### config.mk
export PLATFORM = sky130hd
export DESIGN_NAME = axil_fanout
export DESIGN_NICKNAME = d
export VERILOG_FILES = /design/src/rtl/axil_fanout_pkg.sv /design/src/rtl/axil_fanout.sv /design/src/rtl/axil_read_path.sv /design/src/rtl/axil_write_path.sv /design/src/rtl/resp_fifo.sv /design/src/rtl/slave_addr_decode.sv
export SDC_FILE = /design/constraint.sdc
export NUM_CORES = 1
export LEC_CHECK = 0
export BUFFER_PORTS_ARGS = -buffer_cell sky130_fd_sc_hd__buf_4
export CAP_MARGIN = 40
export CORE_ASPECT_RATIO = 1.25
export CORE_MARGIN = 8
export CORE_UTILIZATION = 39
export CTS_CLUSTER_SIZE = 20
export DETAILED_ROUTE_END_ITERATION = 10
export PLACE_DENSITY = 0.6
export SLEW_MARGIN = 10
export SYNTH_ARGS = -nofsm -noshare
export SYNTH_HDL_FRONTEND = slang
export SYNTH_SLANG_ARGS = --single-unit
export TNS_END_PERCENT = 10
### constraint.sdc
create_clock -name S_AXI_ACLK -period 15.8 [get_ports S_AXI_ACLK]
set_input_delay 0.79 -clock S_AXI_ACLK [delete_from_list [all_inputs] [get_ports S_AXI_ACLK]]
set_output_delay 0.79 -clock S_AXI_ACLK [all_outputs]
set_load 0.05 [all_outputs]
### src/rtl/axil_fanout_pkg.sv
/*
 * Shared definitions for the AXI4-Lite fan-out bridge
 * Widths, slave count, FIFO depth and the slave address table
 * Response codes, request and beat structs, one-hot to index helper
 */
package axil_fanout_pkg;

	localparam int ADDR_W     = 32;
	localparam int DATA_W     = 32;
	localparam int STRB_W     = DATA_W / 8;
	localparam int NUM_SLAVES = 8;
	localparam int SLV_IDX_W  = 3;
	// Log2 of FIFO depth, also the outstanding request limit
	localparam int FIFO_LG    = 3;

	//////////////////////
	// Slave address table, lowest index wins on overlap
	// 0x2000_0000 to 0x3FFF_FFFF is left unmapped
	localparam logic [ADDR_W-1:0] SLAVE_BASE [0:NUM_SLAVES-1] = '{
		32'h0000_0000, 32'h1000_0000, 32'h4000_0000, 32'h6000_0000,
		32'h8000_0000, 32'hA000_0000, 32'hC000_0000, 32'hE000_0000};
	localparam logic [ADDR_W-1:0] SLAVE_MASK [0:NUM_SLAVES-1] = '{
		32'hF000_0000, 32'hF000_0000, 32'hE000_0000, 32'hE000_0000,
		32'hE000_0000, 32'hE000_0000, 32'hE000_0000, 32'hE000_0000};

	// AXI response codes
	localparam logic [1:0] RESP_OKAY   = 2'b00;
	localparam logic [1:0] RESP_SLVERR = 2'b10;
	localparam logic [1:0] RESP_DECERR = 2'b11;

	typedef logic [1:0]            resp_t;
	typedef logic [NUM_SLAVES-1:0] slv_sel_t;

	// Address phase, shared by AW and AR
	typedef struct packed {
		logic [ADDR_W-1:0] addr;
		logic [2:0]        prot;
	} addr_req_t;

	// Write data phase
	typedef struct packed {
		logic [DATA_W-1:0] data;
		logic [STRB_W-1:0] strb;
	} wr_beat_t;

	// Read return, per slave and in the R FIFO
	typedef struct packed {
		logic [DATA_W-1:0] data;
		resp_t             resp;
	} rd_beat_t;

	// One-hot select to binary slave index
	function automatic logic [SLV_IDX_W-1:0] sel_to_idx(input slv_sel_t sel);
		logic [SLV_IDX_W-1:0] idx;
		idx = '0;
		for (int k = 0; k < NUM_SLAVES; k++)
		begin
			if (sel[k])
				idx = idx | SLV_IDX_W'(k);
		end
		return idx;
	endfunction

endpackage

### src/rtl/axil_fanout.sv
/*
 * AXI4-Lite fan-out bridge, top level
 * Write path and read path side by side
 */
`timescale 1ns/10ps

module axil_fanout
	import axil_fanout_pkg::*;
(
	input  logic                         S_AXI_ACLK,
	input  logic                         S_AXI_ARESETN,
	// Master side
	input  logic                         i_s_awvalid,
	output logic                         o_s_awready,
	input  addr_req_t                    i_s_awreq,
	input  logic                         i_s_wvalid,
	output logic                         o_s_wready,
	input  wr_beat_t                     i_s_wbeat,
	output logic                         o_s_bvalid,
	input  logic                         i_s_bready,
	output resp_t                        o_s_bresp,
	input  logic                         i_s_arvalid,
	output logic                         o_s_arready,
	input  addr_req_t                    i_s_arreq,
	output logic                         o_s_rvalid,
	input  logic                         i_s_rready,
	output rd_beat_t                     o_s_rbeat,
	// Slave side strobes and returns
	output slv_sel_t                     o_m_awvalid,
	output addr_req_t                    o_m_awreq,
	output wr_beat_t                     o_m_wbeat,
	input  resp_t [NUM_SLAVES-1:0]       i_m_bresp,
	output slv_sel_t                     o_m_arvalid,
	output addr_req_t                    o_m_arreq,
	input  rd_beat_t [NUM_SLAVES-1:0]    i_m_rbeat
);

	axil_write_path u_write (
		.S_AXI_ACLK(S_AXI_ACLK), .S_AXI_ARESETN(S_AXI_ARESETN),
		.i_awvalid(i_s_awvalid), .o_awready(o_s_awready), .i_awreq(i_s_awreq),
		.i_wvalid(i_s_wvalid), .o_wready(o_s_wready), .i_wbeat(i_s_wbeat),
		.o_bvalid(o_s_bvalid), .i_bready(i_s_bready), .o_bresp(o_s_bresp),
		.o_m_awvalid(o_m_awvalid), .o_m_awreq(o_m_awreq),
		.o_m_wbeat(o_m_wbeat), .i_m_bresp(i_m_bresp)
	);

	axil_read_path u_read (
		.S_AXI_ACLK(S_AXI_ACLK), .S_AXI_ARESETN(S_AXI_ARESETN),
		.i_arvalid(i_s_arvalid), .o_arready(o_s_arready), .i_arreq(i_s_arreq),
		.o_rvalid(o_s_rvalid), .i_rready(i_s_rready), .o_rbeat(o_s_rbeat),
		.o_m_arvalid(o_m_arvalid), .o_m_arreq(o_m_arreq),
		.i_m_rbeat(i_m_rbeat)
	);

endmodule

### src/rtl/axil_read_path.sv
/*
 * AXI4-Lite read path
 * AR decode and slave read strobe, beat capture with DECERR on a miss
 * Read credit counter and R FIFO
 */
`timescale 1ns/10ps

module axil_read_path
	import axil_fanout_pkg::*;
(
	input  logic                         S_AXI_ACLK,
	input  logic                         S_AXI_ARESETN,
	input  logic                         i_arvalid,
	output logic                         o_arready,
	input  addr_req_t                    i_arreq,
	output logic                         o_rvalid,
	input  logic                         i_rready,
	output rd_beat_t                     o_rbeat,
	output slv_sel_t                     o_m_arvalid,
	output addr_req_t                    o_m_arreq,
	input  rd_beat_t [NUM_SLAVES-1:0]    i_m_rbeat
);

	logic                 ar_fire, r_fire;
	logic                 dcd_valid, dcd_miss;
	logic                 r_pend, r_miss, r_push;
	logic [SLV_IDX_W-1:0] r_idx;
	rd_beat_t             r_beat;
	logic [FIFO_LG:0]     rd_count;
	logic                 rd_full, r_empty;

	assign o_arready = !rd_full;
	assign ar_fire   = i_arvalid && o_arready;
	assign r_fire    = o_rvalid && i_rready;

	//////////////////////
	// Decode stage, never held
	// Its select is the read strobe itself
	slave_addr_decode u_rd_decode (
		.S_AXI_ACLK   (S_AXI_ACLK),
		.S_AXI_ARESETN(S_AXI_ARESETN),
		.i_valid      (ar_fire),
		.i_req        (i_arreq),
		.o_valid      (dcd_valid),
		.o_sel        (o_m_arvalid),
		.o_miss       (dcd_miss),
		.o_req        (o_m_arreq),
		.i_hold       (1'b0)
	);

	//////////////////////
	// Beat capture
	always_ff @(posedge S_AXI_ACLK)
	begin
		if (!S_AXI_ARESETN)
		begin
			r_pend <= 1'b0;
			r_push <= 1'b0;
		end
		else
		begin
			r_pend <= dcd_valid;
			r_push <= r_pend;
		end
	end

	// Remember who was strobed, pick its beat one cycle on
	always_ff @(posedge S_AXI_ACLK)
	begin
		r_idx       <= sel_to_idx(o_m_arvalid);
		r_miss      <= dcd_miss;
		r_beat.data <= i_m_rbeat[r_idx].data;
		r_beat.resp <= r_miss ? RESP_DECERR : i_m_rbeat[r_idx].resp;
	end

	//////////////////////
	// Read credits
	always_ff @(posedge S_AXI_ACLK)
	begin
		if (!S_AXI_ARESETN)
			rd_count <= '0;
		else
		begin
			case ({ar_fire, r_fire})
				2'b10: rd_count <= rd_count + 1'b1;
				2'b01: rd_count <= rd_count - 1'b1;
				default: rd_count <= rd_count;
			endcase
		end
	end

	assign rd_full = rd_count[FIFO_LG];

	resp_fifo #(.WIDTH($bits(rd_beat_t))) u_r_fifo (
		.S_AXI_ACLK   (S_AXI_ACLK),
		.S_AXI_ARESETN(S_AXI_ARESETN),
		.i_wr         (r_push),
		.i_data       (r_beat),
		.i_rd         (r_fire),
		.o_data       (o_rbeat),
		.o_empty      (r_empty)
	);

	assign o_rvalid = !r_empty;

endmodule

### src/rtl/axil_write_path.sv
/*
 * AXI4-Lite write path
 * AW decode, W acceptance and slave write strobe
 * BRESP capture with DECERR on a miss, credit counter and B FIFO
 */
`timescale 1ns/10ps

module axil_write_path
	import axil_fanout_pkg::*;
(
	input  logic                         S_AXI_ACLK,
	input  logic                         S_AXI_ARESETN,
	input  logic                         i_awvalid,
	output logic                         o_awready,
	input  addr_req_t                    i_awreq,
	input  logic                         i_wvalid,
	output logic                         o_wready,
	input  wr_beat_t                     i_wbeat,
	output logic                         o_bvalid,
	input  logic                         i_bready,
	output resp_t                        o_bresp,
	output slv_sel_t                     o_m_awvalid,
	output addr_req_t                    o_m_awreq,
	output wr_beat_t                     o_m_wbeat,
	input  resp_t [NUM_SLAVES-1:0]       i_m_bresp
);

	logic                 aw_fire, w_fire, b_fire;
	logic                 dcd_miss;
	slv_sel_t             dcd_sel;
	logic                 b_pend, b_miss, b_push;
	logic [SLV_IDX_W-1:0] b_idx;
	resp_t                b_resp;
	logic [FIFO_LG:0]     wr_count;
	logic                 wr_full, b_empty;

	//////////////////////
	// Address and data acceptance
	// A new AW may enter once the pending W goes, or alongside it
	assign o_awready = (i_wvalid || !o_wready) && !wr_full;
	assign aw_fire   = i_awvalid && o_awready;
	assign w_fire    = i_wvalid && o_wready;
	assign b_fire    = o_bvalid && i_bready;

	// Stage holds until W shows up
	slave_addr_decode u_wr_decode (
		.S_AXI_ACLK   (S_AXI_ACLK),
		.S_AXI_ARESETN(S_AXI_ARESETN),
		.i_valid      (aw_fire),
		.i_req        (i_awreq),
		.o_valid      (o_wready),
		.o_sel        (dcd_sel),
		.o_miss       (dcd_miss),
		.o_req        (o_m_awreq),
		.i_hold       (!i_wvalid)
	);

	// Strobe fires in the W transfer cycle only
	assign o_m_awvalid = i_wvalid ? dcd_sel : '0;
	assign o_m_wbeat   = i_wbeat;

	//////////////////////
	// Response capture
	// Slave answers one cycle after its strobe
	always_ff @(posedge S_AXI_ACLK)
	begin
		if (!S_AXI_ARESETN)
		begin
			b_pend <= 1'b0;
			b_push <= 1'b0;
		end
		else
		begin
			b_pend <= w_fire;
			b_push <= b_pend;
		end
	end

	always_ff @(posedge S_AXI_ACLK)
	begin
		b_idx  <= sel_to_idx(dcd_sel);
		b_miss <= dcd_miss;
		b_resp <= b_miss ? RESP_DECERR : i_m_bresp[b_idx];
	end

	//////////////////////
	// Write credits, up on AW and down on B
	always_ff @(posedge S_AXI_ACLK)
	begin
		if (!S_AXI_ARESETN)
			wr_count <= '0;
		else
		begin
			case ({aw_fire, b_fire})
				2'b10: wr_count <= wr_count + 1'b1;
				2'b01: wr_count <= wr_count - 1'b1;
				default: wr_count <= wr_count;
			endcase
		end
	end

	// Full at 2**FIFO_LG outstanding
	assign wr_full = wr_count[FIFO_LG];

	resp_fifo #(.WIDTH($bits(resp_t))) u_b_fifo (
		.S_AXI_ACLK   (S_AXI_ACLK),
		.S_AXI_ARESETN(S_AXI_ARESETN),
		.i_wr         (b_push),
		.i_data       (b_resp),
		.i_rd         (b_fire),
		.o_data       (o_bresp),
		.o_empty      (b_empty)
	);

	assign o_bvalid = !b_empty;

endmodule

### src/rtl/resp_fifo.sv
/*
 * Synchronous response FIFO with registered read data
 * Head word is valid whenever the FIFO is not empty
 */
`timescale 1ns/10ps

module resp_fifo
	import axil_fanout_pkg::*;
#(
	parameter int WIDTH = 2
)
(
	input  logic             S_AXI_ACLK,
	input  logic             S_AXI_ARESETN,
	input  logic             i_wr,
	input  logic [WIDTH-1:0] i_data,
	input  logic             i_rd,
	output logic [WIDTH-1:0] o_data,
	output logic             o_empty
);

	logic [WIDTH-1:0] mem [0:(1<<FIFO_LG)-1];
	// Pointers carry one extra wrap bit
	logic [FIFO_LG:0] wr_ptr;
	logic [FIFO_LG:0] rd_ptr;
	logic [FIFO_LG:0] rd_next;
	logic             rd_en;

	assign o_empty = (wr_ptr == rd_ptr);
	// Pops on an empty FIFO are ignored
	assign rd_en   = i_rd && !o_empty;
	assign rd_next = rd_ptr + {{FIFO_LG{1'b0}}, rd_en};

	always_ff @(posedge S_AXI_ACLK)
	begin
		if (!S_AXI_ARESETN)
		begin
			wr_ptr <= '0;
			rd_ptr <= '0;
		end
		else
		begin
			if (i_wr)
				wr_ptr <= wr_ptr + 1'b1;
			rd_ptr <= rd_next;
		end
	end

	// Storage
	always_ff @(posedge S_AXI_ACLK)
	begin
		if (i_wr)
			mem[wr_ptr[FIFO_LG-1:0]] <= i_data;
	end

	//////////////////////
	// Head register
	// When the next head is the word being written, take it straight in
	always_ff @(posedge S_AXI_ACLK)
	begin
		if (i_wr && (wr_ptr == rd_next))
			o_data <= i_data;
		else
			o_data <= mem[rd_next[FIFO_LG-1:0]];
	end

endmodule

### src/rtl/slave_addr_decode.sv
/*
 * Registered address decoder
 * One-hot slave select, miss flag and held request
 * Output stays put while held, a new request always loads
 */
`timescale 1ns/10ps

module slave_addr_decode
	import axil_fanout_pkg::*;
(
	input  logic      S_AXI_ACLK,
	input  logic      S_AXI_ARESETN,
	input  logic      i_valid,
	input  addr_req_t i_req,
	output logic      o_valid,
	output slv_sel_t  o_sel,
	output logic      o_miss,
	output addr_req_t o_req,
	input  logic      i_hold
);

	slv_sel_t dec_sel;

	//////////////////////
	// Table match
	// Walk downward so the lowest matching slave is the one left
	always_comb
	begin
		dec_sel = '0;
		for (int k = NUM_SLAVES - 1; k >= 0; k--)
		begin
			if ((i_req.addr & SLAVE_MASK[k]) == SLAVE_BASE[k])
			begin
				dec_sel    = '0;
				dec_sel[k] = 1'b1;
			end
		end
	end

	//////////////////////
	// Decode stage
	always_ff @(posedge S_AXI_ACLK)
	begin
		if (!S_AXI_ARESETN)
		begin
			o_valid <= 1'b0;
			o_sel   <= '0;
			o_miss  <= 1'b0;
		end
		else if (i_valid)
		begin
			o_valid <= 1'b1;
			o_sel   <= dec_sel;
			// Nothing matched, bridge answers with DECERR
			o_miss  <= (dec_sel == '0);
		end
		else if (!i_hold)
		begin
			// Stage drains, select drops with it
			o_valid <= 1'b0;
			o_sel   <= '0;
			o_miss  <= 1'b0;
		end
	end

	// Address and prot ride along
	always_ff @(posedge S_AXI_ACLK)
	begin
		if (i_valid)
			o_req <= i_req;
	end

endmodule

Word-level counts from Yosys, hierarchy flattened
Memories as Yosys holds them, arrays and structs flattened.
Index checks and enable logic that the tools add are counted.
{"block": "op_classes", "n_mul": 0, "addsub": 8, "n_lt_le_gt_ge": 2, "div": 0, "mux": 43, "bitwise_logic": 0, "reduce_logical": 28, "n_eq_ne": 22, "n_shift": 0}
{"op": "8-bit 2-to-1 mux", "count": 19}
{"op": "34-bit binary-select mux with 3-bit select", "count": 1}
{"op": "34-bit 2-to-1 mux", "count": 2}
{"op": "32-bit logical NOT", "count": 2}
{"op": "3-bit == test, second input constant", "count": 8}
{"op": "4-bit by 1-bit adder with 4-bit output, second input constant", "count": 4}
{"op": "4-bit == test", "count": 4}
{"op": "8-bit logical NOT", "count": 2}
{"op": "4-bit case mux with 2 select lines", "count": 2}
{"op": "3-bit by 2-bit == test with 1-bit output, second input constant", "count": 4}
{"op": "1-bit 2-to-1 mux", "count": 12}
{"op": "2-bit 2-to-1 mux", "count": 6}
{"op": "1-bit logical AND", "count": 10}
{"op": "4-bit by 1-bit adder with 4-bit output", "count": 2}
{"op": "4-bit by 1-bit == test with 1-bit output, second input constant", "count": 2}
{"op": "3-bit by 4-bit < comparator with 1-bit output, second input constant", "count": 2}
{"op": "4-bit OR reduction", "count": 2}
{"op": "4-bit by 1-bit subtractor with 4-bit output, second input constant", "count": 2}
{"op": "2-bit binary-select mux with 3-bit select", "count": 1}
{"op": "2-bit nonzero test", "count": 3}
{"op": "1-bit logical NOT", "count": 5}
{"op": "2-bit by 1-bit == test with 1-bit output, second input constant", "count": 2}
{"op": "2-bit == test, second input constant", "count": 2}
{"op": "2-bit OR reduction", "count": 2}
{"op": "2 further kinds", "count": 2}
{"block": "word_totals", "latchBits": 0, "input_bits": 401, "elab_cells": 138, "output_inout_bits": 163, "memories": 2, "ff_bits": 198, "romBits": 0, "mem_bits_rw": 288}
{"memory": "u_read.u_r_fifo.mem", "words": 8, "width": 34, "read_ports": 1, "rd_ports_with_merged_regs": 0, "write_ports": 1, "line": "resp_fifo.sv:22", "rtl": "logic [WIDTH-1:0] mem [0:(1<<FIFO_LG)-1];"}
{"memory": "u_write.u_b_fifo.mem", "words": 8, "width": 2, "read_ports": 1, "rd_ports_with_merged_regs": 0, "write_ports": 1, "line": "resp_fifo.sv:22"}

Depth between registers and ports, before layout
{"block": "depth", "word_depth": 11, "mapped_depth": 12}

Hierarchy
A second synthesis with hierarchy kept.
{"block": "hier_totals", "hier_cells": 1314, "area_unflattened_um2": 20746.1}
{"mod": "resp_fifo at u_read.u_r_fifo", "cells_per_inst": 756, "seq_area_each_um2": 9008.6, "area_each_um2": 12318.1, "instances": 1}
{"mod": "axil_read_path", "cells_per_inst": 201, "seq_area_each_um2": 880.8, "area_each_um2": 3228.1, "instances": 1}
{"mod": "slave_addr_decode", "cells_per_inst": 77, "seq_area_each_um2": 1251.2, "area_each_um2": 1505.2, "instances": 2}
{"mod": "resp_fifo at u_write.u_b_fifo", "cells_per_inst": 104, "seq_area_each_um2": 680.7, "area_each_um2": 1267.5, "instances": 1}
{"mod": "axil_write_path", "cells_per_inst": 99, "seq_area_each_um2": 240.2, "area_each_um2": 922.1, "instances": 1}

Worst setup path before layout
No wires, ideal clock.
{"block": "synth_timing", "path_type": "input to register", "from": "input port i_s_wvalid", "to": "register u_write.wr_count[3]", "setup_time_ps": 72, "t_required_ps": 15728, "setup_slack_ps": 10444, "arrival_time_ps": 5284, "cell_stages": 9, "path_cell_list": "nor2b_1 > nor3b_1 > inv_1 > ha_1 > ha_1 > a21o_1 > a21oi_1 > mux2i_1 > mux2i_1"}
{"block": "synth_via", "elab_chain_len": 5, "elab_cells_between_ends": 7, "classes_between": "eq/ne (2); mux (1); reduce/logical (4)"}
{"element": "start: declaration", "line": "axil_fanout.sv:16", "rtl": "input logic i_s_wvalid,"}
{"element": "1-bit logical OR (*)", "line": "axil_write_path.sv:40", "rtl": "assign o_awready = (i_wvalid || !o_wready) && !wr_full;"}
{"element": "1-bit logical AND (*)", "line": "axil_write_path.sv:40"}
{"element": "1-bit logical AND (*)", "line": "axil_write_path.sv:41", "rtl": "assign aw_fire = i_awvalid && o_awready;"}
{"element": "net u_write.aw_fire", "line": "axil_write_path.sv:28", "rtl": "logic aw_fire, w_fire, b_fire;"}
{"element": "2-bit by 1-bit == test with 1-bit output / 2-bit == test (equally long branches)", "line": "axil_write_path.sv:94", "rtl": "case ({aw_fire, b_fire})"}
{"element": "4-bit case mux with 2 select lines / 2-bit nonzero test (equally long branches)"}
{"element": "end signal: assignment", "line": "axil_write_path.sv:95", "rtl": "2'b10: wr_count <= wr_count + 1'b1;"}
{"element": "end signal: assignment", "line": "axil_write_path.sv:96", "rtl": "2'b01: wr_count <= wr_count - 1'b1;"}
{"element": "end signal: assignment", "line": "axil_write_path.sv:97", "rtl": "default: wr_count <= wr_count;"}
{"element": "end: declaration", "line": "axil_write_path.sv:34", "rtl": "logic [FIFO_LG:0] wr_count;"}
The timed path passes the listed nets; every way through them passes the cells marked *.
A chain may end at the register's enable or synchronous reset.

Worst setup path after layout
{"block": "layout_timing", "from": "register u_read.u_r_fifo.wr_ptr[1]", "to": "register u_read.u_r_fifo.o_data[2]"}
{"block": "layout_via", "elab_chain_len": 8, "elab_cells_between_ends": 9, "classes_between": "add/sub (1); eq/ne (2); mux (1); reduce/logical (4); memory (1)"}
{"element": "start: declaration", "line": "resp_fifo.sv:24", "rtl": "logic [FIFO_LG:0] wr_ptr;"}
{"element": "start signal: assignment", "line": "resp_fifo.sv:44", "rtl": "wr_ptr <= wr_ptr + 1'b1;"}
{"element": "parallel branches: the longest is 7 deep, another holds memory 8 x 34 bit"}
{"element": "34-bit 2-to-1 mux (*)", "line": "resp_fifo.sv:61", "rtl": "if (i_wr && (wr_ptr == rd_next))"}
{"element": "end signal: assignment", "line": "resp_fifo.sv:62", "rtl": "o_data <= i_data;"}
{"element": "end signal: assignment", "line": "resp_fifo.sv:64", "rtl": "o_data <= mem[rd_next[FIFO_LG-1:0]];"}
{"element": "end: declaration", "line": "resp_fifo.sv:18", "rtl": "output logic [WIDTH-1:0] o_data,"}
Every way passes the cells marked *.

==> impl_results.md <==
* Layout area overhead at 28.9%
* CP cell instances: xor2_1 > or4_1 > and2_1 > ha_4 > ha_2 > xor2_4 > buf_4 > xor2_2 > nor3_4 > buf_4 > mux2_2
* Fmax at 0.252 GHz
* Crit path max fanout at 36
* Placeable core area at 51200 µm²
* Syn_nets at 1449
* GR Util All Layers at 0.194
* Largest net degree at the start of global routing at 59
* Period utilisation layout at 0.252
* Worst path slowest cell: buf_4
* Htree depth at 2
* CTS tree: done
* Rel. slew slack at 0.379
* WL/cell at 26.6 µm
* Global-route wire length before repair at 83500 µm
* Routed WL at 58900 µm
* RSZ-0062 raised after global routing: false
* Layout cells sized above 1 at 0.510
* Routed length on met3 at 4630 µm
* Startpoint Class: register
* Post-synthesis sequential area ratio at 0.663
* Sum of negative setup slack at 0 ns
* Pre-Repair DR Iteration Count at 4
* Crit. End Element: register
* Met2 WL post-DR at 29700 µm
* Routed length on met1 at 23400 µm
* Worst-margin pin slew at 0.918 ns
* WHS at 0.331 ns
* Vias at 11.2k
* Setup violators final at 0
* Final Net Count at 1922
* Required time of the critical path at 16.24 ns
* Most frequent CP cell: buf_4
* Die area at 59100 µm²
* Iter 0 DRT Violations at 718
* DIE HEIGHT at 270 µm
* Number of warnings issued by yosys at 0
* Hpwl dp at 43900 µm
* Num rows at 93
* Final GP Congestion at 0.907
* Starting Density at 0.392
* CTS Buf Count at 47
* Most common cell after layout, fill and taps aside: buf_4
* Worst Skew at 0.0227 ns
* DP Worst Slack at 11.74 ns
* Worst Path Arrival at 4.41 ns
* Post_cts resized at 0
* Clock transition at path regs at 0.06 ns
* P_leak at 9.65 nW
* Clk_lat worst skew at 0.56 ns
* Worst setup path class: reg -> reg
* Max clock buf depth at 3
* Clk sinks at 486
* Final routed DRC violation total at 0
* Top Layer Used: met4
* Number of distinct library cells after synthesis at 44
* Worst hold path type: reg -> reg
* Hold_buf cts at 0
* Post-CTS setup buffer count at 0
* Post-route setup slack at 11.83 ns
* Most frequent cells in the layout: buf_4 (507), edfxtp_1 (358), dfxtp_1 (125)
* FILL cells at 4254
* Slowest stage delay, CP at 0.65 ns
* Root buf cell: clkbuf_16
* Die X at 219 µm
* Total grt overflow at 0
* Total power at 0.00300 W
* I/O pin count at 564
* Post-layout min period at 3.98 ns
* Pins over their slew limit at 0
* Vias in the first global route at 12.1k
* Mapped Cells at 1034
* Via density at 5.06
* Avg Inst Size Synth at 19.4 µm²
* Routed Antenna Nets at 0
* Power per cell area at 116 nW/µm²
* Mapped Area at 20100 µm²
* FF+latch count, synth at 486
* Outcome: complete, no violations
* Port Buffer Count at 491
* Final Hold Viols at 0
* Max-cap viol count at 0
* Initial antenna violation count at 5
* Maximum vdd drop at 0.0803 mV
[metal layers]
layer,vias to the layer above,GRT usage
met3,68,0.0620
met5,-,0.00171
met1,5646,0.233
met2,419,0.330
li1,5069,-
met4,0,0.0527
[final cells by class]
type | count | area (µm²) | share of cell area
repair buffers | 511 | 3900 | 0.151
flip-flops and latches | 486 | 13300 | 0.515
multi-input cells | 449 | 6240 | 0.241
diodes | 3 | 7.51 | 0.000290
well taps | 665 | 832 | 0.0322
clock buffers | 66 | 1270 | 0.0490
clock inverters | 20 | 272 | 0.0105
inverters | 12 | 45.0 | 0.00174
[power breakdown]
group | internal, W | total, W | switching (W)
clock | 0.000660 | 0.00112 | 0.000465
sequential | 0.00144 | 0.00149 | 0.0000553
combinational | 0.000192 | 0.000380 | 0.000188
total | 0.00229 | 0.00300 | 0.000708
[stage by stage]
step	std cells	cell area [µm²]	utilization
detailed placement	2123	24300	0.475
global route	2212	25900	0.505
finish	2212	25900	0.505
global placement	2119	24200	0.473
CTS	2209	25900	0.505
floorplan	1034	20100	-
[Yosys cell counts (all sizes together)]
library cell,count,area share
edfxtp,358,0.54
mux4,144,0.17
dfxtp,128,0.13
mux2,104,0.064
buf,61,0.021
and2,32,0.010
clkbuf,26,0.0069
nor2,24,0.0045
nand2,18,0.0034
nor2b,18,0.0056
xnor2,15,0.0065
ha,12,0.0075
inv,12,0.0022
xor2,12,0.0065
nand2b,11,0.0034
or4,7,0.0026
a32oi,6,0.0026
mux2i,6,0.0030
nor3,6,0.0021
a211o,4,0.0017
o21ai,4,0.0010
a21boi,3,0.0011
nand3,3,0.00075
a21o,2,0.00075
a21oi,2,0.00050
a22oi,2,0.00075
and3,2,0.00062
fa,2,0.0020
nand4,2,0.00062
nor3b,2,0.00075
nor4b,2,0.00087
a31oi,1,0.00031
nor4,1,0.00031
o21a,1,0.00037
xnor3,1,0.0011
[path summary, 6_finish.rpt]
check                             from                   endpoint  slack [ns]  cells after the start
min          u_read.u_rd_decode.o_miss              u_read.r_miss        0.33                      0
min reg2reg  u_read.u_rd_decode.o_miss              u_read.r_miss        0.33                      0
max reg2reg  u_read.u_r_fifo.wr_ptr[1]  u_read.u_r_fifo.o_data[2]       11.83                     11
max          u_read.u_r_fifo.wr_ptr[1]  u_read.u_r_fifo.o_data[2]       11.83                     11
[cell families (layout without fill, tap and decap cells)]
logic type               after synthesis  count (layout)  share of synthesized area
AND/OR/NAND/NOR                      128             128                     0.0355
flip-flops                           486             486                      0.663
multiplexers                         254             254                      0.239
buffers and inverters                 99             609                     0.0302
other                                  0               3                          0
XOR/XNOR                              28              28                     0.0142
adder cells (fa/ha/maj)               14              14                    0.00947
AO/OA/AOI/OAI                         25              25                    0.00916
[registers in the layout (all words and copies together) (netlist names), 2 cells and up]
signal,cells
u_write.b_resp,2
u_write.u_b_fifo.mem,16
u_read.u_rd_decode.o_req,35
u_read.u_r_fifo.wr_ptr,4
u_write.u_b_fifo.rd_ptr,4
u_write.u_wr_decode.o_req,35
u_read.u_r_fifo.mem,272
u_write.u_b_fifo.wr_ptr,4
u_write.b_idx,3
u_read.u_rd_decode.o_sel,8
u_write.u_b_fifo.o_data,2
u_read.u_r_fifo.o_data,34
u_read.r_beat,34
u_write.u_wr_decode.o_sel,8
u_write.wr_count,4
u_read.r_idx,3
u_read.rd_count,4
u_read.u_r_fifo.rd_ptr,4
[critical path: cells and delay by family (launching register included)]
family / cells / cell delay [ns]
AND/OR/NAND/NOR: 3 / 0.95
flip-flops: 1 / 0.53
multiplexers: 1 / 0.41
adder cells (fa/ha/maj): 2 / 0.36
XOR/XNOR: 3 / 0.40
buffers and inverters: 2 / 1.18
Note: power is estimated with default switching activity, not from simulation.
